**config.mk**
```make
export PLATFORM = sky130hd
export DESIGN_NAME = lb_ctrl
export DESIGN_NICKNAME = d
export VERILOG_FILES = /design/src/verilog/tgen_pkg.sv /design/src/verilog/lb_ctrl.sv
export SDC_FILE = /design/constraint.sdc
export NUM_CORES = 1
export LEC_CHECK = 0
export ABC_AREA = 1
export BUFFER_PORTS_ARGS = -buffer_cell sky130_fd_sc_hd__buf_2
export CELL_PAD_IN_SITES_DETAIL_PLACEMENT = 0
export CELL_PAD_IN_SITES_GLOBAL_PLACEMENT = 2
export CORE_ASPECT_RATIO = 0.8
export CORE_MARGIN = 4
export CORE_UTILIZATION = 18
export DETAILED_ROUTE_END_ITERATION = 8
export MAX_ROUTING_LAYER = met4
export PLACE_DENSITY_LB_ADDON = 0.1
export SYNTH_ARGS = -nofsm -noshare
export SYNTH_HDL_FRONTEND = slang
export SYNTH_SLANG_ARGS = --single-unit
```
**constraint.sdc**
```tcl
create_clock -name clk -period 1.6 [get_ports clk]
set_input_delay 0.32 -clock clk [delete_from_list [all_inputs] [get_ports clk]]
set_output_delay 0.32 -clock clk [all_outputs]
set_load 0.01 [all_outputs]
```
**src/verilog/tgen_pkg.sv**
```systemverilog
package tgen_pkg;

	// Local bus data width, host side and downstream side alike
	localparam int lb_dw = 32;

	// One program word: delay, target address or data half-word
	localparam int half_w = 16;

	// Table index width per bank
	// 256 entries of four words each
	localparam int pc_w = 10;

	// Collision counter width
	localparam int count_w = 16;

	// Write data on the local buses
	typedef logic [lb_dw-1:0] lb_data_t;

	// Single program word as stored in the table RAM
	typedef logic [half_w-1:0] half_t;

	// Program counter, two low bits give the subcycle
	typedef logic [pc_w-1:0] pc_t;

	// Saturating collision count
	typedef logic [count_w-1:0] count_t;

	// Program table window
	// Compared against lb_addr above bit pc_w
	localparam logic [31:0] table_base = 32'h0000_0010;

	// Full local-bus address of the control register
	// Sits outside the table window
	localparam logic [31:0] ctrl_addr = 32'h0000_0100;

	// Control register layout
	// Bank to use at the next trigger
	localparam int ctrl_bank_bit = 0;
	// Write one to zero the collision count
	localparam int ctrl_clear_bit = 1;
	// Upper address bits of every generated write start here
	localparam int ctrl_pad_lsb = 2;

endpackage

```
**src/verilog/lb_ctrl.sv**
```systemverilog
`timescale 1ns/1ns

module lb_ctrl #(
	parameter int aw = 17
) (
	input logic clk,
	input logic rst_n,
	// Host write bus
	input logic [aw-1:0] lb_addr,
	input tgen_pkg::lb_data_t lb_data,
	input logic lb_write,
	// Strobe from the sequencer merge stage
	input logic collision,
	// Table write enable, same cycle as lb_write
	output logic dests_write,
	// Control register fields
	output logic bank_next,
	output logic [aw-17:0] addr_padding,
	// Lost generated writes so far
	output tgen_pkg::count_t collision_count
);

	import tgen_pkg::*;

	// Width of the padding field
	localparam int pad_w = aw - 16;

	// Number of address bits above the table index
	localparam int win_w = aw - pc_w;

	// Upper address bits of the current host cycle
	logic [win_w-1:0] win_sel;

	// Host cycle hits the control register
	logic ctrl_write;

	// Control write with the clear bit set
	logic clear_req;

	// Counter has reached all ones
	logic count_full;

	// Table window decode
	// Purely combinational, so the RAM write lands in the same cycle
	assign win_sel = lb_addr[aw-1:pc_w];
	assign dests_write = lb_write && (win_sel == table_base[win_w-1:0]);

	// Control register decode
	// Full address match
	assign ctrl_write = lb_write && (lb_addr == ctrl_addr[aw-1:0]);

	// Clear request travels with the control write itself
	// Bit is a strobe, it is not stored
	assign clear_req = ctrl_write && lb_data[ctrl_clear_bit];

	// Saturation detect
	assign count_full = &collision_count;

	// Control register
	// Every write reloads all fields at once
	always_ff @(posedge clk) begin
		if (!rst_n) begin
			bank_next <= 1'b0;
			addr_padding <= '0;
		end else if (ctrl_write) begin
			// Bank request, picked up by the sequencer at its next trigger
			bank_next <= lb_data[ctrl_bank_bit];
			// Upper bits for generated write addresses
			addr_padding <= lb_data[ctrl_pad_lsb +: pad_w];
		end
	end

	// Collision counter
	// Clear wins over a collision in the same cycle
	// Holds at all ones once saturated
	always_ff @(posedge clk) begin
		if (!rst_n) begin
			collision_count <= '0;
		end else if (clear_req) begin
			collision_count <= '0;
		end else if (collision && !count_full) begin
			collision_count <= collision_count + 1'b1;
		end
	end

endmodule

```
* Yosys cells after proc, flatten, opt, wreduce, memory -nomap -nowiden
Cells that the tools add are included.
** Operators by class
- $add $sub $neg :: 1
- Multipliers :: 0
- Divide/modulo/power cells :: 0
- $lt $le $gt $ge :: 0
- Equal/unequal tests :: 2
- Shift-type cells :: 0
- Mux-type cells :: 0
- Bitwise logic cells :: 1
- Reductions and logical operators :: 7
** Operator list (number)
- equality test 17 x 9 -> 1 bit (second input constant) :: 1
- adder 16 x 1 -> 16 bit (second input constant) :: 1
- AND reduction 16 bit :: 1
- equality test 7 x 5 -> 1 bit (second input constant) :: 1
- logical AND 1 bit :: 4
- OR reduction 2 bit :: 1
- zero test 1 bit :: 1
- NOT 1 bit :: 1
** Storage, ports and cells
- Bits in registers :: 18
- Latch bits :: 0
- Memory bits (writable) :: 0
- ROM bits :: 0
- Input bits :: 53
- Memories kept :: 0

* Depth between registers and ports, before layout
- Word-level depth :: 4
- Gate-level depth with buffers :: 11
- Depth with buffers taken out :: 10

* Least setup slack after synthesis
OpenSTA, ideal clock, no wires.
- Kind :: reg-to-reg
- Start point :: reg collision_count[0]
- End point :: reg collision_count[11]
- Setup time :: 0.114 ns
- Data arrival time :: 1.438 ns
- Required time :: 1.486 ns
- Setup slack :: 0.048 ns
- Cell stages (with the launch flop) :: 11
- Path buffers :: 1
- Path through :: dfxtp_1 -> ha_1 -> inv_1 -> nor2_2 -> nand2_2 -> inv_1 -> nand2_2 -> buf_6 -> nand2_2 -> xor2_1 -> nor2_1
** On the way
- Word-level cells in the longest chain between the ends :: 3
- Elaborated cells between the ends (all ways) :: 4
- Classes of those cells :: add/sub (1); reduce/logical (3)
** RTL lines
- from (decl) :: line lb_ctrl.sv:20 : output tgen_pkg::count_t collision_count
- from (signal assigned) :: line lb_ctrl.sv:82 : collision_count <= collision_count + 1'b1;
- parallel branches: the longest is 3 deep, another holds adder 16 x 1 -> 16 bit
Several ways; the timed one is not identified.
A chain may end at the register's enable or synchronous reset.

* Worst setup path after layout
- Start point :: reg collision_count[0]
- End point :: reg collision_count[10]
The elaborated chain is that of the path after synthesis.

==> flow_summary_export.csv <==
group,metric,value,unit
status,status,"completed",
timing,max_slew_margin,84.7,%
timing,min_period_over_period,88.8,%
power_and_ir_drop,p_switching,0.000235,W
drt,ant_nets,0,
layout,final_cell_mix,"nand2_1 (52), buf_2 (42), nor2_1 (29)",
floorplanning,io-pin-count,72,
placed_design,port_buffers,42,
worst_setup_path,cp.required,1.79,ns
drt,drt_wl_total,3660,um
clocking,cts_buffers,3,
clocking,clockBufferDepth,2,
drt,drt_drc_violations_left,0,
logic_synthesis,synth_compound_area_share,7.72,%
layout,fin_nets,300,
timing,rsz0062_at_grt,"false",
logic_synthesis,synthXorXnorAreaFrac,4.57,%
layout,regArea,365,um^2
placed_design,dpl.hpwl,3020,um
placed_design,place_congestion,0.695,
power_and_ir_drop,power_frac_seq,47.7,%
logic_synthesis,synth_adder_area_share,1.09,%
logic_synthesis,syn_inst,184,
logic_synthesis,ys_warn_count,0,
global_route,antenna_found_initial,0,
power_and_ir_drop,p_per_area,572,nW/um^2
flow_run,cap_viol_max_count,0,
timing,max_freq,704,MHz
timing,whs,0.335,ns
logic_synthesis,synth_area,1150,um^2
worst_setup_path,cp_max_fo,8,
power_and_ir_drop,cellLeakagePower,0.729,nW
drt,wl_per_cell,11.2,um
global_route,grt_max_degree,12,
logic_synthesis,syn_avg_cell_area,6.26,um^2
power_and_ir_drop,pwr-share-clk,41.8,%
layout,antenna_cells,0,
timing,hold_viol,0,
power_and_ir_drop,internal_power,0.000721,W
floorplanning,initial_core_util,19.0,%
clocking,cts_tree,"yes",
power_and_ir_drop,ir_worst_vdd,0.000212,V
worst_setup_path,rrSetupSlack,0.18,ns
floorplanning,rows,25,
timing,drv_slew,0,
logic_synthesis,synth_top_family_by_area,"simple AND/OR/NAND/NOR gates",
logic_synthesis,seq_area_frac_synth,31.3,%
logic_synthesis,synth_cell_types,24,
logic_synthesis,synth-simple-area-share,45.1,%
timing,layout_min_cycle_time,1.42,ns
floorplanning,core_area,6070,um^2
min_path,hold_path_class,"in2reg",
floorplanning,dieHeight,79.5,um
drt,vias,1256,
clocking,clock_sinks,18,
worst_setup_path,crit_type,"reg2reg",
layout,layout_commonest_cell,"nand2_1",
clocking,cts_setup_buffers,0,
power_and_ir_drop,swShare,24.6,%
global_route,grt_overflow,0,
worst_setup_path,crit_arrival,1.61,ns
clocking,ctsHtreeMaxLevel,1,
global_route,grt_usage,10.3,%
drt,first_iter_violations,20,
layout,multi_input_area,701,um^2
timing,tightest_slew,0.228,ns
logic_synthesis,synth.mux.area_fraction,0,%
clocking,clk_latency,0.26,ns
floorplanning,dieArea,7750,um^2
global_route,grt_pass1_wl,6130,um
power_and_ir_drop,p_comb_share,10.5,%
logic_synthesis,synthesis.nets,238,
drt,vias_per_cell,3.85,
logic_synthesis,ys_ff_latch,18,
floorplanning,die_w,97.4,um
layout,drive_gt1_share,35.9,%
worst_setup_path,end_kind,"flop",
timing,fin_skew,0.00286,ns
clocking,cts-root-buf,"clkbuf_8",
timing,final-setup-viol-count,0,
clocking,path_clk_slew,0.08,ns
layout,area_delta_synth_final,45.2,%
drt,dr.pass1.iters,4,
global_route,grt_pass1_vias,1263,
worst_setup_path,startpoint_type,"flop",
timing,fin_tns_setup,0,ns
layout,fill_cells,740,
sequential cells by signal, summed over array words and instances (netlist names):
name	cells
bank_next	1
collision_count	16
addr_padding	1
power by group through the flow:
| stage | logic (W) | clock network, W | registers (W) |
|---|---|---|---|
| after floorplan | 0.0000350 | 0 | 0.000470 |
| after global placement | 0.000102 | 0 | 0.000464 |
| after detailed placement | 0.000101 | 0 | 0.000464 |
| after CTS | 0.000101 | 0.000423 | 0.000454 |
| after global routing | 0.000114 | 0.000445 | 0.000457 |
| final | 0.000100 | 0.000399 | 0.000456 |
what timing repair did:
item,CTS,global route
endpoints found under the hold margin,0,0
endpoints found under the setup margin,0,13
resized for setup,0,10
hold buffers,0,0
kinds of logic after synthesis:
family          after synthesis
compound gates               16
buf+inv                      27
xor+xnor                      6
flops                        18
fa+ha+maj                     1
simple gates                116
final cells by class:
| type | count | share of cell area (%) |
|---|---|---|
| Clock buffer | 4 | 3.29 |
| Tap cell | 81 | 6.06 |
| Sequential cell | 18 | 21.9 |
| Inverter | 25 | 5.91 |
| Timing Repair Buffer | 59 | 21.0 |
| Multi-Input combinational cell | 139 | 41.9 |
layer usage:
metal | vias to the layer above | share of wire (%) | GRT usage (%)
met5 | - | 0 | -
met4 | 0 | 0.52 | 2.07
met3 | 2 | 3.9 | 2.62
met2 | 23 | 41 | 15.9
met1 | 535 | 55 | 13.8
li1 | 696 | - | -
critical path: stages (launching register included):
cell	delay [ns]
dfxtp_2	0.36
ha_4	0.16
inv_1	0.05
nor2_2	0.12
nand2_2	0.08
nor2_2	0.15
nor2_2	0.06
buf_12	0.14
clkinv_4	0.07
nand2_1	0.05
a21oi_1	0.12
stage by stage:
stage | cells | util [%] | setup slack, ns | cell area (um^2) | total power, W
2_1_floorplan | 184 | - | 0.0476 | 1150 | 0.000505
3_3_place_gp | 322 | 26.1 | 0.0634 | 1580 | 0.000566
3_5_place_dp | 322 | 26.1 | 0.0740 | 1580 | 0.000565
4_1_cts | 326 | 27.0 | 0.0453 | 1640 | 0.000978
5_1_grt | 326 | 27.5 | 0.00528 | 1670 | 0.00102
6_report | 326 | 27.5 | 0.179 | 1670 | 0.000955
synthesized netlist by cell type, drive strengths merged:
master  count  area share (%)
a21oi      11             5.1
a31oi       1            0.54
buf         2             1.6
clkinv      1            0.76
dfxtp      18              31
ha          1             1.1
inv        24             7.8
nand2      56              19
nand3      12             6.1
nand3b      1            0.65
nand4       6             3.3
nor2       39              15
nor4        1            0.54
o21ai       4             2.1
or2         1            0.54
xnor2       3             2.3
xor2        3             2.3
worst paths after layout:
check                                       start                                to  depth (start not counted)
setup / recovery  collision_count[0]$_SDFFE_PP0P_  collision_count[10]$_SDFFE_PP0P_                         10
hold reg to reg         addr_padding$_SDFFE_PN0P_         addr_padding$_SDFFE_PN0P_                          2
setup reg to reg  collision_count[0]$_SDFFE_PP0P_  collision_count[10]$_SDFFE_PP0P_                         10
hold / removal                              rst_n            bank_next$_SDFFE_PN0P_                          3
(Power assumes the default switching activity.)
